<file path="config.mk">
export PLATFORM = sky130hd
export DESIGN_NAME = mcl_bridge_top
export DESIGN_NICKNAME = d
export VERILOG_FILES = /design/src/common/mcl_bridge_pkg.sv /design/src/source/mcl_bridge_top.sv /design/src/host/axil_host_regs.sv /design/src/source/word_downsizer.sv /design/src/source/word_upsizer.sv /design/src/source/word_fifo.sv
export VERILOG_INCLUDE_DIRS = /design/src /design/src/common
export SDC_FILE = /design/constraint.sdc
export NUM_CORES = 1
export LEC_CHECK = 0
export BUFFER_PORTS_ARGS = -buffer_cell sky130_fd_sc_hd__clkbuf_2
export CAP_MARGIN = 15
export CORE_ASPECT_RATIO = 1.5
export CORE_MARGIN = 2
export CORE_UTILIZATION = 25
export DETAILED_ROUTE_END_ITERATION = 8
export HOLD_SLACK_MARGIN = 0.15
export PLACE_DENSITY_LB_ADDON = 0.1
export SYNTH_ARGS = -nofsm -noshare
export SYNTH_HDL_FRONTEND = slang
export SYNTH_SLANG_ARGS = --single-unit
</file>
<file path="constraint.sdc">
create_clock -name clk_i -period 10.8 [get_ports clk_i]
set_input_delay 1.08 -clock clk_i [delete_from_list [all_inputs] [get_ports clk_i]]
set_output_delay 1.08 -clock clk_i [all_outputs]
set_load 0.05 [all_outputs]
</file>
<file path="src/common/mcl_bridge_defines.svh">
// width, depth and register map macros for the mcl bridge
// axi-lite response codes

`ifndef MCL_BRIDGE_DEFINES_SVH
`define MCL_BRIDGE_DEFINES_SVH

// widths ------------------------
`define MCL_WIDTH        128
`define HOST_WIDTH       32
`define HOST_ADDR_WIDTH  4
`define WORDS_PER_MCL    4

// depths ------------------------
`define TX_FIFO_DEPTH    16       // host words
`define RX_FIFO_DEPTH    16       // host words
`define RCV_DEPTH        4        // channel words, credit maximum

// register offsets --------------
`define REG_TX_DATA      4'h0
`define REG_TX_VACANCY   4'h4
`define REG_RX_DATA      4'h8
`define REG_RX_OCCUPANCY 4'hC

`define RESP_OKAY        2'b00
`define RESP_SLVERR      2'b10

`endif
</file>
<file path="src/common/mcl_bridge_pkg.sv">
// word typedefs for host and channel data
// axi-lite request and response structs

`include "mcl_bridge_defines.svh"

package mcl_bridge_pkg;

  typedef logic [`HOST_WIDTH-1:0]          host_word_t;
  typedef logic [`HOST_ADDR_WIDTH-1:0]     host_addr_t;
  typedef logic [`MCL_WIDTH-1:0]           mcl_word_t;
  typedef logic [1:0]                      axil_resp_t;
  typedef logic [$clog2(`RCV_DEPTH+1)-1:0] rcv_count_t;   // 0 .. RCV_DEPTH

  // host -> bridge
  typedef struct packed {
    host_addr_t              awaddr;
    logic                    awvalid;
    host_word_t              wdata;
    logic [`HOST_WIDTH/8-1:0] wstrb;   // not decoded
    logic                    wvalid;
    logic                    bready;
    host_addr_t              araddr;
    logic                    arvalid;
    logic                    rready;
  } axil_req_s;

  // bridge -> host
  typedef struct packed {
    logic       awready;
    logic       wready;
    axil_resp_t bresp;
    logic       bvalid;
    logic       arready;
    host_word_t rdata;
    axil_resp_t rresp;
    logic       rvalid;
  } axil_rsp_s;

endpackage

</file>
<file path="src/source/mcl_bridge_top.sv">
// top level of the axi-lite to mcl bridge
// host registers, tx fifo and upsizer, rx buffer, downsizer and rx fifo

`include "mcl_bridge_defines.svh"

module mcl_bridge_top
  import mcl_bridge_pkg::*;
(
  input  logic       clk_i
  ,input  logic       reset_i

  ,input  axil_req_s  axil_req_i
  ,output axil_rsp_s  axil_rsp_o

  ,input  logic       mcl_v_i
  ,input  mcl_word_t  mcl_data_i
  ,output logic       mcl_r_o

  ,output logic       mcl_v_o
  ,output mcl_word_t  mcl_data_o
  ,input  logic       mcl_r_i

  ,output rcv_count_t rcv_vacancy_o
);

  localparam int tx_vac_w_lp = $clog2(`TX_FIFO_DEPTH+1);
  localparam int rx_vac_w_lp = $clog2(`RX_FIFO_DEPTH+1);

  logic                   tx_v, tx_r, txf_v, up_r;
  host_word_t             tx_data, txf_data;
  logic [tx_vac_w_lp-1:0] tx_vac;
  logic                   rcv_v, rcv_yumi;
  mcl_word_t              rcv_data;
  logic                   dn_v, dn_r, rxf_v, rxf_yumi;
  host_word_t             dn_data, rxf_data;
  logic [rx_vac_w_lp-1:0] rx_vac, rx_occ;
  host_word_t             tx_vacancy, rx_occupancy;

  // status, zero extended to the host width
  assign rx_occ       = rx_vac_w_lp'(`RX_FIFO_DEPTH) - rx_vac;
  assign tx_vacancy   = host_word_t'(tx_vac);
  assign rx_occupancy = host_word_t'(rx_occ);

  axil_host_regs i_axil_host_regs (
    .clk_i(clk_i), .reset_i(reset_i)
    ,.axil_req_i(axil_req_i), .axil_rsp_o(axil_rsp_o)
    ,.rx_v_i(rxf_v), .rx_data_i(rxf_data), .rx_yumi_o(rxf_yumi)
    ,.tx_v_o(tx_v), .tx_data_o(tx_data), .tx_r_i(tx_r)
    ,.tx_vacancy_i(tx_vacancy), .rx_occupancy_i(rx_occupancy)
  );

  // transmit path ----------------
  word_fifo #(.width_p(`HOST_WIDTH), .depth_p(`TX_FIFO_DEPTH)) i_tx_fifo (
    .clk_i(clk_i), .reset_i(reset_i)
    ,.v_i(tx_v), .data_i(tx_data), .ready_o(tx_r)
    ,.v_o(txf_v), .data_o(txf_data), .yumi_i(txf_v & up_r)
    ,.vacancy_o(tx_vac)
  );

  word_upsizer i_word_upsizer (
    .clk_i(clk_i), .reset_i(reset_i)
    ,.v_i(txf_v), .data_i(txf_data), .ready_o(up_r)
    ,.mcl_v_o(mcl_v_o), .mcl_data_o(mcl_data_o), .mcl_r_i(mcl_r_i)
  );

  // receive path -----------------
  word_fifo #(.width_p(`MCL_WIDTH), .depth_p(`RCV_DEPTH)) i_rcv_fifo (
    .clk_i(clk_i), .reset_i(reset_i)
    ,.v_i(mcl_v_i), .data_i(mcl_data_i), .ready_o(mcl_r_o)
    ,.v_o(rcv_v), .data_o(rcv_data), .yumi_i(rcv_yumi)
    ,.vacancy_o(rcv_vacancy_o)                 // credits back to the sender
  );

  word_downsizer i_word_downsizer (
    .clk_i(clk_i), .reset_i(reset_i)
    ,.v_i(rcv_v), .data_i(rcv_data), .yumi_o(rcv_yumi)
    ,.v_o(dn_v), .data_o(dn_data), .r_i(dn_r)
  );

  word_fifo #(.width_p(`HOST_WIDTH), .depth_p(`RX_FIFO_DEPTH)) i_rx_fifo (
    .clk_i(clk_i), .reset_i(reset_i)
    ,.v_i(dn_v), .data_i(dn_data), .ready_o(dn_r)
    ,.v_o(rxf_v), .data_o(rxf_data), .yumi_i(rxf_yumi)
    ,.vacancy_o(rx_vac)
  );

endmodule

</file>
<file path="src/host/axil_host_regs.sv">
// axi-lite slave for the mcl bridge
// register decode, tx data push, rx data pop, status reads

`include "mcl_bridge_defines.svh"

module axil_host_regs
  import mcl_bridge_pkg::*;
(
  input  logic       clk_i
  ,input  logic       reset_i

  ,input  axil_req_s  axil_req_i
  ,output axil_rsp_s  axil_rsp_o

  // receive fifo side
  ,input  logic       rx_v_i
  ,input  host_word_t rx_data_i
  ,output logic       rx_yumi_o

  // transmit fifo side
  ,output logic       tx_v_o
  ,output host_word_t tx_data_o
  ,input  logic       tx_r_i

  ,input  host_word_t tx_vacancy_i
  ,input  host_word_t rx_occupancy_i
);

  logic       wr_fire, rd_fire;
  logic       tx_hit;
  logic       bvalid_r, rvalid_r;
  axil_resp_t bresp_r, rresp_r;
  host_word_t rdata_r;
  axil_resp_t rd_resp_n;
  host_word_t rd_data_n;

  // write channel ----------------
  assign wr_fire = axil_req_i.awvalid & axil_req_i.wvalid & ~bvalid_r;
  assign tx_hit  = (axil_req_i.awaddr == `REG_TX_DATA);

  assign tx_v_o    = wr_fire & tx_hit;          // dropped by the fifo when full
  assign tx_data_o = axil_req_i.wdata;

  always_ff @(posedge clk_i) begin
    if (reset_i) begin
      bvalid_r <= 1'b0;
    end else if (wr_fire) begin
      bvalid_r <= 1'b1;
    end else if (axil_req_i.bready) begin
      bvalid_r <= 1'b0;
    end
  end

  always_ff @(posedge clk_i) begin
    if (wr_fire) begin
      bresp_r <= (tx_hit & tx_r_i) ? `RESP_OKAY : `RESP_SLVERR;
    end
  end

  // read channel -----------------
  assign rd_fire   = axil_req_i.arvalid & ~rvalid_r;
  assign rx_yumi_o = rd_fire & rx_v_i & (axil_req_i.araddr == `REG_RX_DATA);

  always_comb begin
    rd_resp_n = `RESP_OKAY;
    rd_data_n = '0;
    case (axil_req_i.araddr)
      `REG_RX_DATA: begin
        if (rx_v_i) begin
          rd_data_n = rx_data_i;
        end else begin
          rd_resp_n = `RESP_SLVERR;       // nothing to pop
        end
      end
      `REG_TX_VACANCY:   rd_data_n = tx_vacancy_i;
      `REG_RX_OCCUPANCY: rd_data_n = rx_occupancy_i;
      default:           rd_resp_n = `RESP_SLVERR;
    endcase
  end

  always_ff @(posedge clk_i) begin
    if (reset_i) begin
      rvalid_r <= 1'b0;
    end else if (rd_fire) begin
      rvalid_r <= 1'b1;
    end else if (axil_req_i.rready) begin
      rvalid_r <= 1'b0;
    end
  end

  always_ff @(posedge clk_i) begin
    if (rd_fire) begin
      rdata_r <= rd_data_n;
      rresp_r <= rd_resp_n;
    end
  end

  // response bus
  assign axil_rsp_o.awready = wr_fire;          // aw and w taken together
  assign axil_rsp_o.wready  = wr_fire;
  assign axil_rsp_o.bresp   = bresp_r;
  assign axil_rsp_o.bvalid  = bvalid_r;
  assign axil_rsp_o.arready = rd_fire;
  assign axil_rsp_o.rdata   = rdata_r;
  assign axil_rsp_o.rresp   = rresp_r;
  assign axil_rsp_o.rvalid  = rvalid_r;

endmodule

</file>
<file path="src/source/word_downsizer.sv">
// channel word to host word splitter
// emits the low host word first

`include "mcl_bridge_defines.svh"

module word_downsizer
  import mcl_bridge_pkg::*;
(
  input  logic       clk_i
  ,input  logic       reset_i

  ,input  logic       v_i
  ,input  mcl_word_t  data_i
  ,output logic       yumi_o

  ,output logic       v_o
  ,output host_word_t data_o
  ,input  logic       r_i
);

  localparam int idx_w_lp = $clog2(`WORDS_PER_MCL);

  mcl_word_t           hold_r;
  logic [idx_w_lp-1:0] idx_r;
  logic                full_r;
  logic                emit;

  assign yumi_o = v_i & ~full_r;               // load only when empty
  assign emit   = full_r & r_i;
  assign v_o    = full_r;
  assign data_o = hold_r[idx_r*`HOST_WIDTH +: `HOST_WIDTH];

  always_ff @(posedge clk_i) begin
    if (reset_i) begin
      idx_r  <= '0;
      full_r <= 1'b0;
    end else if (yumi_o) begin
      idx_r  <= '0;
      full_r <= 1'b1;
    end else if (emit) begin
      idx_r <= idx_r + 1'b1;
      if (idx_r == idx_w_lp'(`WORDS_PER_MCL-1)) begin
        full_r <= 1'b0;                        // last slice taken
      end
    end
  end

  always_ff @(posedge clk_i) begin
    if (yumi_o) begin
      hold_r <= data_i;
    end
  end

endmodule

</file>
<file path="src/source/word_upsizer.sv">
// host word to channel word packer
// four host words, least significant first, per channel word

`include "mcl_bridge_defines.svh"

module word_upsizer
  import mcl_bridge_pkg::*;
(
  input  logic       clk_i
  ,input  logic       reset_i

  ,input  logic       v_i
  ,input  host_word_t data_i
  ,output logic       ready_o

  ,output logic       mcl_v_o
  ,output mcl_word_t  mcl_data_o
  ,input  logic       mcl_r_i
);

  localparam int cnt_w_lp = $clog2(`WORDS_PER_MCL);

  logic [cnt_w_lp-1:0] cnt_r;
  logic                full_r;
  logic                take;
  mcl_word_t           data_r;

  assign ready_o    = ~full_r;                 // closed while holding a word
  assign take       = v_i & ~full_r;
  assign mcl_v_o    = full_r;
  assign mcl_data_o = data_r;

  always_ff @(posedge clk_i) begin
    if (reset_i) begin
      cnt_r  <= '0;
      full_r <= 1'b0;
    end else begin
      if (take) begin
        cnt_r <= cnt_r + 1'b1;                 // wraps after the last word
      end
      if (take && cnt_r == cnt_w_lp'(`WORDS_PER_MCL-1)) begin
        full_r <= 1'b1;
      end else if (full_r && mcl_r_i) begin
        full_r <= 1'b0;
      end
    end
  end

  // shift in from the top, first word ends up in the low slice
  always_ff @(posedge clk_i) begin
    if (take) begin
      data_r <= {data_i, data_r[`MCL_WIDTH-1:`HOST_WIDTH]};
    end
  end

endmodule

</file>
<file path="src/source/word_fifo.sv">
// first-word-fall-through fifo with registered vacancy count
// parameterized in width and depth

module word_fifo #(
  parameter int width_p = 32
  ,parameter int depth_p = 16
  ,localparam int ptr_w_lp = (depth_p > 1) ? $clog2(depth_p) : 1
  ,localparam int vac_w_lp = $clog2(depth_p+1)
)(
  input  logic                clk_i
  ,input  logic                reset_i

  ,input  logic                v_i
  ,input  logic [width_p-1:0]  data_i
  ,output logic                ready_o

  ,output logic                v_o
  ,output logic [width_p-1:0]  data_o
  ,input  logic                yumi_i

  ,output logic [vac_w_lp-1:0] vacancy_o
);

  logic [width_p-1:0]  mem_r [depth_p];
  logic [ptr_w_lp-1:0] wptr_r, rptr_r;
  logic [vac_w_lp-1:0] vac_r;
  logic                push, pop;

  assign ready_o   = (vac_r != '0);                  // low only when full
  assign v_o       = (vac_r != vac_w_lp'(depth_p));
  assign data_o    = mem_r[rptr_r];
  assign vacancy_o = vac_r;

  assign push = v_i & ready_o;
  assign pop  = yumi_i;

  always_ff @(posedge clk_i) begin
    if (reset_i) begin
      wptr_r <= '0;
      rptr_r <= '0;
      vac_r  <= vac_w_lp'(depth_p);
    end else begin
      if (push) begin
        wptr_r <= (wptr_r == ptr_w_lp'(depth_p-1)) ? '0 : wptr_r + 1'b1;
      end
      if (pop) begin
        rptr_r <= (rptr_r == ptr_w_lp'(depth_p-1)) ? '0 : rptr_r + 1'b1;
      end
      case ({push, pop})
        2'b10:   vac_r <= vac_r - 1'b1;
        2'b01:   vac_r <= vac_r + 1'b1;
        default: vac_r <= vac_r;        // both or neither
      endcase
    end
  end

  always_ff @(posedge clk_i) begin
    if (push) begin
      mem_r[wptr_r] <= data_i;
    end
  end

endmodule

</file>
# Word level (Yosys, flattened, before mapping)
# Memory sizes are Yosys's and may differ from the RTL's. A register that Yosys moved wholly into a read port is not among the register bits.
# Cells that the tools add are included.
# Widths: inputs -> output; s select.
# word_totals
inputBits	181
wordCells	122
mem_count	3
regBits	205
mem_bits_rw	1536
output_inout_bits	174
# memory_table
memory	words	width	read_ports	rd_ports_with_merged_regs	write_ports	line	text
i_rcv_fifo.mem_r	4	128	1	1	1	word_fifo.sv:24	logic [width_p-1:0] mem_r [depth_p];
i_rx_fifo.mem_r	16	32	1	1	1	word_fifo.sv:24	
i_tx_fifo.mem_r	16	32	1	1	1	word_fifo.sv:24	
# classes
add_sub_neg	15
mux	31
n_bitwise	16
shifts	1
n_reduce_logical	17
eq_ne	20
# op_table
cell	n
$shiftx 128x8->32	1
$pmux 32 s3	1
$mux 32	1
$eq 4x4->1 const B	6
$mux 4	6
$pmux 5 s2	2
$add 4x1->4 const B	4
$reduce_bool 2->1	8
$mux 1	15
$eq 2x2->1 const B	7
$and 1x1->1	12
$add 5x1->5 const B	2
$ne 5x5->1 const B	2
$reduce_bool 5->1	2
$sub 5x1->5 const B	2
$add 2x1->2 const B	4
$mux 2	4
$eq 2x1->1 const B	3
$pmux 3 s2	1
$sub 5x5->5 const A	1
$eq 4x3->1 const B	1
$logic_not 4->1	1
$not 1->1	4
$pmux 2 s2	1
7 further kinds	9

# Depth between registers and ports, before layout
# Gate-level depths: netlist of run 1.
# logic_depth
ltp_word	6
mapped_depth	15
depth_no_buf	14

# By module
# From an unflattened synthesis of run 1, not the netlist that was laid out.
# hier_totals
cells_unflattened	3050
hier_area_um2	70465.1
# modules_own_cells
module	instances	area_per_inst_um2	cells_per_inst
word_fifo (i_rx_fifo)	1	20031.7	898
word_fifo (i_tx_fifo)	1	20030.5	898
word_fifo (i_rcv_fifo)	1	19025.7	716
word_downsizer	1	4807.1	182
word_upsizer	1	3995.1	143
axil_host_regs	1	2496.1	203
mcl_bridge_top	1	78.8	10

# Least setup slack after synthesis of run 1
# OpenSTA, ideal clock, no wires.
# synth_timing
path_kind	reg2reg
startpoint	reg i_rcv_fifo.vac_r[0] (netlist: i_rcv_fifo.vacancy_o[0])
endpoint	reg i_rcv_fifo.vac_r[2] (netlist: i_rcv_fifo.vacancy_o[2])
n_path_buf	0
t_arrival_ps	9412
required_ps	10668
setup_slack_ps	1256
stages_incl_launch_ff	9
setup_time_ps	132
cell_sequence	dfxtp_1 -> nor2_1 -> a21oi_1 -> ha_1 -> inv_1 -> fa_1 -> xor2_1 -> o21ai_0 -> or3b_2
# synth_via
elab_chain_len	4
word_cells_on_any_way	10
classes_between	add/sub: 2; eq/ne: 3; mux: 1; bitwise: 2; reduce/logical: 2
# synth_rtl
item	line	text
from (decl)	word_fifo.sv:26	logic [vac_w_lp-1:0] vac_r;
from (signal assigned)	word_fifo.sv:41	vac_r <= vac_w_lp'(depth_p);
from (signal assigned)	word_fifo.sv:50	2'b10: vac_r <= vac_r - 1'b1;
from (signal assigned)	word_fifo.sv:51	2'b01: vac_r <= vac_r + 1'b1;
$ne 3x3->1 *	word_fifo.sv:30	assign v_o = (vac_r != vac_w_lp'(depth_p));
$and 1x1->1 *	word_downsizer.sv:28	assign yumi_o = v_i & ~full_r;
net i_rcv_fifo.yumi_i	word_fifo.sv:19	,input logic yumi_i
$eq 2x1->1 / $eq 2x2->1 (equally long branches)	word_fifo.sv:49	case ({push, pop})
$pmux 3 s2 / $reduce_bool 2->1 (equally long branches)	-	
# The timed path passes the listed nets; every way through them passes the cells marked *.
# A chain may end at the register's enable or synchronous reset.

==> run_results.csv, run 1 <==
group,metric,value,unit
timing,max_freq,0.2499,GHz
floorplan,ios,355,
logic_synthesis,synth_flop_cell,"edfxtp_1",
routing,remaining_drc_errors,0,
floorplan,core-area,275800,sq um
floorplan,start_util,0.2515,
logic_synthesis,ys_async_sr_fraction,0,
logic_synthesis,synth_common_cells,"edfxtp_1 (1826), mux4_2 (415), mux2i_1 (110), nor2_1 (63), clkbuf_1 (58)",
timing,tns,0,ps
timing,report.final.slew_viol_count,0,
critical_path,worst_setup_path_start_kind,"flop",
routing,wl_per_cell,24.93,um
layout,nets,3629,
power,switching_share,0.3032,
cts,cts_sinks,1871,
cts,hold_buffers,0,
routing,first_pass_iters,5,
flow_run,drv_cap,0,
routing,drt_iter0_markers,1939,
global_route,grt_pass1_wl,256600,um
global_route,track_usage,0.1275,
run_status,outcome,"complete, no violations",
routing,ant_nets,0,
logic_synthesis,synth_area_leaders,"edfxtp_1 (79%), mux4_2 (13%), mux2i_1 (1.6%)",
layout,final_cell_area,82210,sq um
power,p_per_area,260.6,nW/um^2
cts,clkTransAtPathRegs,60,ps
power,switchingPower,6.495,mW
power,peakVddDrop,0.4364,mV
power,power.clock.fraction,0.316,
cts,htree_levels,4,
global_route,grt_max_degree,137,
routing,viasPerCell,4.248,
logic_synthesis,synth_edf_count,1826,
power,p_int,14.93,mW
cts,cts_resized,0,
timing,fin_crit_sh,0.3705,
floorplan,die_w,434.1,um
critical_path,cp.required,11320,ps
critical_path,cp-end-kind,"flop",
routing,finalWirelength,181200,um
cts,clock_path_buffers,4,
timing,setup_viol,0,
critical_path,arrival,4520,ps
placed_design,io_buffers,348,
placed_design,placed_cell_area,75900,sq um
logic_synthesis,synth_cell_types,52,
logic_synthesis,ys_seq_area_frac,0.8036,
logic_synthesis,synth_top_area_frac,0.7906,
power,pwr-share-comb,0.215,
layout,fillers,26910,
logic_synthesis,ys.warnings.count,0,
critical_path,critPathKind,"reg2reg",
floorplan,rows,236,
power,p_leak,25.72,nW
cts,cts_made_buffers,203,
placed_design,place_hpwl,97840,um
floorplan,die_area,281700,sq um
critical_path,critPathMaxFanout,48,
global_route,grt_pass1_vias,33650,
floorplan,die_h,649.1,um
timing,rsz0062_at_grt,"no",
logic_synthesis,synth_area_leader_cell,"edfxtp_1",
routing,vias,30870,
power,pwr-share-seq,0.469,
cts,worstSkewPairLatency,870,ps
timing,hold_violations,0,
layout,layout-area-overhead-vs-synth,18.53,%
timing,finClkSkew,55.29,ps
cts,post-cts-setup-buffer-count,0,
logic_synthesis,syn_area_per_cell,23.57,sq um
global_route,antenna_found_initial,56,
cts,cts_tree,"yes",
critical_path,r2r_slack,6800,ps
layout,layout-drive-gt1-share,0.3269,
logic_synthesis,synthesis.area,69360,sq um
timing,slew_headroom,0.2158,
worst_hold_path,hold_class,"reg2reg",
timing,tightest_slew,1176,ps
logic_synthesis,synthCells,2942,
logic_synthesis,ys_ff_latch,1871,
global_route,grt.overflow.total,0,
timing,period_needed,4001,ps
cts,clockRootBuffer,"clkbuf_16",
logic_synthesis,synth.most_common_cell,"edfxtp_1",
placed_design,globalplace.congestion,0.6611,
==> registers in the layout, indices dropped and copies added, names as in the netlist, named ones only <==
name and count:
i_tx_fifo.mem_r 512, i_rcv_fifo.rptr_r 2, i_axil_host_regs.rvalid_r 1, i_word_downsizer.v_o 1, i_rx_fifo.wptr_r 4, i_word_downsizer.idx_r 2
i_word_downsizer.hold_r 128, i_tx_fifo.vacancy_o 5, i_word_upsizer.mcl_v_o 1, i_axil_host_regs.rresp_r 1, i_word_upsizer.cnt_r 2, i_axil_host_regs.rdata_r 32
i_axil_host_regs.bvalid_r 1, i_tx_fifo.wptr_r 4, i_rx_fifo.mem_r 512, i_word_upsizer.mcl_data_o 128, i_rx_fifo.vacancy_o 5, i_axil_host_regs.bresp_r 1
i_tx_fifo.rptr_r 4, i_rcv_fifo.mem_r 512, i_rx_fifo.rptr_r 4, i_rcv_fifo.wptr_r 2, i_rcv_fifo.vacancy_o 3
==> layer usage <==
| metal | up-vias | part of all wire | track usage |
|---|---|---|---|
| li1 | 13360 | - | - |
| met2 | 670 | 0.50 | 0.2172 |
| met1 | 16470 | 0.43 | 0.1629 |
| met5 | - | 0.0014 | 0 |
| met4 | 42 | 0.026 | 0.03461 |
| met3 | 335 | 0.050 | 0.02751 |
==> area by class of cell <==
| class | instances | area (sq um) | area share |
|---|---|---|---|
| sequential | 1871 | 55770 | 0.6784 |
| timing repair buffer | 415 | 2307 | 0.02807 |
| tap | 3689 | 4616 | 0.05615 |
| inverter | 25 | 93.84 | 0.001141 |
| multi-input combinational | 900 | 13110 | 0.1595 |
| clock inverter | 109 | 912.1 | 0.01110 |
| antenna | 8 | 20.02 | 0.0002435 |
| clock buffer | 250 | 5379 | 0.06543 |
==> per-stage QoR <==
stage	power [mW]	cells	setup slack (ps)	utilization	hold WS, ps
after detailed placement	15.04	6900	6279	0.2752	433.7
after CTS	21.96	7259	6500	0.2980	339.6
after global placement	15.01	6900	6313	0.2752	427.9
after global routing	22.47	7260	6318	0.2980	376.8
final	21.42	7267	6799	0.2981	426.7
after floorplan	13.43	2943	1256	-	457.6
==> worst paths after layout <==
path | end | depth (start not counted) | start
worst max-delay path | i_axil_host_regs.rdata_r[11] | 5 | flop
worst min-delay path | i_word_upsizer.mcl_data_o[70] | 0 | i_word_upsizer.mcl_data_o[102]
worst max register to register | i_axil_host_regs.rdata_r[11] | 5 | flop
worst min register to register | i_word_upsizer.mcl_data_o[70] | 0 | i_word_upsizer.mcl_data_o[102]
==> power groups by stage <==
stage          clock network (mW)  logic, mW  registers [mW]
2_1_floorplan                   0       2.40            11.0
3_3_place_gp                    0       4.78            10.2
4_1_cts                      7.06       4.81            10.1
5_1_grt                      7.29       5.01            10.2
3_5_place_dp                    0       4.80            10.2
6_report                     6.76       4.61            10.0
==> cells in the final DEF, fill, tap and decap left out, types with 7 or more instances in the layout <==
cell / Yosys / final
edfxtp_1: 1826 / 1826
mux4_2: 415 / 415
clkbuf_2: 1 / 348
clkbuf_16: 0 / 205
mux2i_1: 110 / 110
buf_4: 13 / 62
a21oi_1: 55 / 54
clkinv_1: 0 / 46
nor2_1: 63 / 39
nor2b_1: 38 / 38
clkbuf_1: 58 / 37
clkinv_2: 0 / 36
dfxtp_1: 45 / 34
a211oi_1: 33 / 33
nand2_1: 29 / 29
ha_1: 29 / 29
o22ai_1: 27 / 27
nor2_4: 0 / 24
inv_1: 24 / 23
bufinv_16: 0 / 14
nor3_2: 2 / 10
xor2_1: 10 / 10
dfxtp_4: 0 / 10
diode_2: 0 / 8
nand2b_1: 8 / 8
clkbuf_8: 0 / 8
xnor2_1: 7 / 7
o21ai_0: 7 / 7
==> critical path, stage by stage (launching register included) <==
cell and delay, ps:
dfxtp_4 810, buf_4 900, buf_4 860, mux4_2 600
mux2i_1 140, o22ai_1 190
==> logic make-up after synthesis <==
| group | after synthesis | share of synthesized area |
|---|---|---|
| xor gates and xnor gates | 17 | 0.002147 |
| AOI/OAI and AO/OA | 147 | 0.01337 |
| and+or+nand+nor | 177 | 0.01283 |
| DFF | 1871 | 0.8036 |
| adders and majority gates | 32 | 0.006098 |
| buffers and inverters | 172 | 0.01129 |
| muxes | 525 | 0.1506 |
| other | 1 | 0.00005407 |
Note: power is estimated with default switching activity, not from simulation.
==> inputs of run 2 (changes only) <==
- ABC_AREA: not set -> 1
- clock period: 10.8 -> 3.8 ns (I/O delays scaled with it)
==> run 2 against run 1 <==
Net effect: combinational power rose to 3.6 times the previous value; sequential power rose to 2.9 times the previous value; register-to-register slack worse by 6200 ps; non-clock buffer count up 268; sequential cell count unchanged; global-route usage up 2.4 points; area after synthesis up 3.5%; routed wire length up 24%; critical path type unchanged; largest cell class unchanged; largest power group unchanged; highest routed layer unchanged.
==> run_results.csv, run 2 <==
group,metric,value,unit
cts,worstSkewPairLatency,870,ps
timing,fin_crit_sh,0.8333,
layout,mostFrequentLayoutCells,"edfxtp_1 (1826), nor2_1 (864), o21ai_0 (638)",
critical_path,crit_start,"i_rx_fifo.vacancy_o[0]",
logic_synthesis,synth_area_leader_cell,"edfxtp_1",
critical_path,r2r_slack,630,ps
power,p_per_area,746.6,nW/um^2
layout,final_common_cell,"edfxtp_1",
placed_design,io_buffers,348,
critical_path,reg2reg_depth,11,
critical_path,cp_top_family,"buffers and inverters",
cts,clkTransAtPathRegs,60,ps
logic_synthesis,synthCells,5329,
routing,first_pass_iters,7,
floorplan,die_h,660.4,um
cts,cts_made_buffers,205,
critical_path,crit_end,"i_rx_fifo.mem_r[0][10]",
logic_synthesis,synth_flop_cell,"edfxtp_1",
critical_path,r2r-start,"i_rx_fifo.vacancy_o[0]",
timing,tightest_slew,983.2,ps
routing,wl_per_cell,22.92,um
floorplan,die_w,441.6,um
floorplan,rows,241,
layout,reg_top3,"i_rcv_fifo.mem_r x512, i_rx_fifo.mem_r x512, i_tx_fifo.mem_r x512",
layout,layout-drive-gt1-share,0.1400,
run_status,outcome,"complete, no violations",
critical_path,critPathMaxFanout,32,
power,pwr-share-comb,0.259,
floorplan,ios,355,
floorplan,die_area,291600,sq um
placed_design,placed_cell_area,78780,sq um
power,switchingPower,22.70,mW
critical_path,rr_endpoint,"i_rx_fifo.mem_r[0][10]",
cts,cts_resized,0,
logic_synthesis,ys_async_sr_fraction,0,
timing,tns,0,ps
flow_run,drv_cap,0,
logic_synthesis,synth_cell_types,35,
cts,cts_sinks,1871,
logic_synthesis,synth_edf_count,1826,
power,p_int,42.22,mW
routing,drt_iter0_markers,2860,
critical_path,crit_chain,"inv_1 -> ha_1 -> nand2_1 -> nor2_1 -> ha_1 -> inv_1 -> nand2_1 -> inv_1 -> nand2_1 -> nor2_4 -> buf_4",
timing,setup_slack,633.5,ps
global_route,gr-usage-met2,0.2522,
cts,clockRootBuffer,"clkbuf_16",
logic_synthesis,ys.warnings.count,0,
power,switching_share,0.3496,
critical_path,arrival,3650,ps
layout,nets,6111,
timing,finClkSkew,72.34,ps
placed_design,dpl_worst_slack,580.6,ps
floorplan,start_util,0.2507,
logic_synthesis,ys_seq_area_frac,0.7762,
routing,remaining_drc_errors,0,
timing,hold_slack,215.2,ps
layout,final_cell_area,86940,sq um
cts,post-cts-setup-buffer-count,0,
logic_synthesis,ys_ff_latch,1871,
global_route,grt_max_degree,147,
global_route,use_met3,0.02576,
timing,hold_violations,0,
critical_path,worst_setup_path_start_kind,"flop",
power,p_total,64.92,mW
power,peakVddDrop,0.6469,mV
layout,layout-area-overhead-vs-synth,21.09,%
critical_path,cp.required,4280,ps
timing,report.final.slew_viol_count,0,
global_route,grt_use_met1,0.2022,
global_route,grt.overflow.total,0,
logic_synthesis,synth.most_common_cell,"edfxtp_1",
logic_synthesis,synthesis.area,71800,sq um
logic_synthesis,synth_top_area_frac,0.7637,
placed_design,globalplace.congestion,0.7093,
cts,cts_tree,"yes",
routing,finalWirelength,225500,um
logic_synthesis,syn_area_per_cell,13.47,sq um
routing,vias,43820,
cts,clock_path_buffers,4,
critical_path,cpPeakStageDelay,500,ps
critical_path,critPathKind,"reg2reg",
global_route,track_usage,0.1516,
floorplan,core-area,286500,sq um
critical_path,worst-path-stages,11,
timing,rsz0062_at_grt,"no",
global_route,antenna_found_initial,62,
global_route,gr-max-usage-layer,"met2",
power,pwr-share-seq,0.443,
global_route,grt_pass1_vias,43480,
critical_path,cp-end-kind,"flop",
logic_synthesis,synth_common_cells,"edfxtp_1 (1826), nor2_1 (900), o21ai_0 (639), nand2_1 (608), nand3_1 (254)",
critical_path,cp_slowest_cell,"buf_4",
critical_path,crit_buf_inv,4,
power,p_leak,29.53,nW
timing,setup_viol,0,
cts,htree_levels,4,
worst_hold_path,hold_class,"in2reg",
global_route,grt_pass1_wl,322800,um
logic_synthesis,synth_area_leaders,"edfxtp_1 (76%), nor2_1 (4.7%), o21ai_0 (4.5%)",
routing,viasPerCell,4.456,
placed_design,place_hpwl,130700,um
timing,slew_headroom,0.3445,
power,power.clock.fraction,0.298,
routing,ant_nets,0,
timing,period_needed,3167,ps
timing,max_freq,0.3158,GHz
==> run 2: changes by cell type in the layout (fill, tap and decap cells not counted), sizes merged, moves of 8 or more <==
cell	previous run	this run
nor2	64	900
o21ai	8	688
nand2	29	608
mux4	415	0
nand3	3	254
o22ai	27	227
dlygate4sd3	0	181
inv	30	197
o211ai	0	138
mux2i	110	0
buf	67	154
nor2b	38	0
a211oi	34	2
nand2b	8	0
==> run 2: worst min-delay path by stage <==
| stage | from | end | slack [ps] | cells after the start |
|---|---|---|---|---|
| after global placement | i_word_upsizer.mcl_data_o[38] | i_word_upsizer.mcl_data_o[6] | 430 | 0 |
| after detailed placement | i_word_upsizer.mcl_data_o[67] | i_word_upsizer.mcl_data_o[35] | 430 | 0 |
| after CTS | axil_req_i[7] | i_tx_fifo.wptr_r[1] | 150 | 8 |
| after global routing | mcl_data_i[102] | i_rcv_fifo.mem_r[1][102] | 200 | 2 |
| after floorplan | i_word_upsizer.cnt_r[0] | i_word_upsizer.cnt_r[0] | 430 | 1 |
| final | axil_req_i[3] | i_axil_host_regs.rdata_r[0] | 220 | 6 |
==> run 2: through the flow <==
stage | utilization | instances
2_1_floorplan | - | 5330
3_3_place_gp | 0.2750 | 9276
3_5_place_dp | 0.2750 | 9276
4_1_cts | 0.3034 | 9823
5_1_grt | 0.3034 | 9827
6_report | 0.3035 | 9835
==> run 2: logic make-up (layout without fill, tap and decap cells) <==
logic type | Yosys count | in the layout | share of synthesized area
flip-flops | 1871 | 1871 | 0.7762
adder cells (fa/ha/maj) | 32 | 32 | 0.005890
AO/OA/AOI/OAI | 1120 | 1120 | 0.08702
other | 1 | 14 | 0.00005223
XOR/XNOR | 10 | 10 | 0.001220
AND/OR/NAND/NOR | 1780 | 1780 | 0.09811
buffers and inverters | 515 | 1242 | 0.03151
==> run 2: layout make-up <==
class                           count  area [sq um]
Antenna cell                       12         30.03
Clock buffer                      254          5408
Multi-Input combinational cell   2944         14110
Fill cell                       28850        199500
Tap cell                         3766          4712
Clock inverter                    112         909.6
Timing Repair Buffer              683          5248
Sequential cell                  1871         55770
Inverter                          193         755.7
==> run 2: worst reg2reg max path: cells and delay by family, from the launching register on <==
family,cells,cell delay [ps]
fa+ha+maj,2,400
buf+inv,4,970
flops,1,410
simple gates,5,930
==> run 2: timing repair <==
action	4_1_cts	5_1_grt
hold buffers	181	0
hold endpoints to repair	1051	0
endpoints found under the setup margin	0	0
==> run 2: per-layer routing <==
metal / routed length (um) / up-vias
met5: 225 / -
met4: 6055 / 34
met3: 10020 / 356
met2: 108400 / 893
met1: 100800 / 22030
li1: - / 20510
==> run 2: power by group through the flow <==
stage | clock network (mW) | logic, mW | registers, mW
finish | 19.3 | 16.8 | 28.8
detailed placement | 0 | 17.2 | 29.3
CTS | 20.1 | 17.4 | 28.9
global route | 20.7 | 18.5 | 29.0
global placement | 0 | 17.1 | 29.2
floorplan | 0 | 7.39 | 31.4
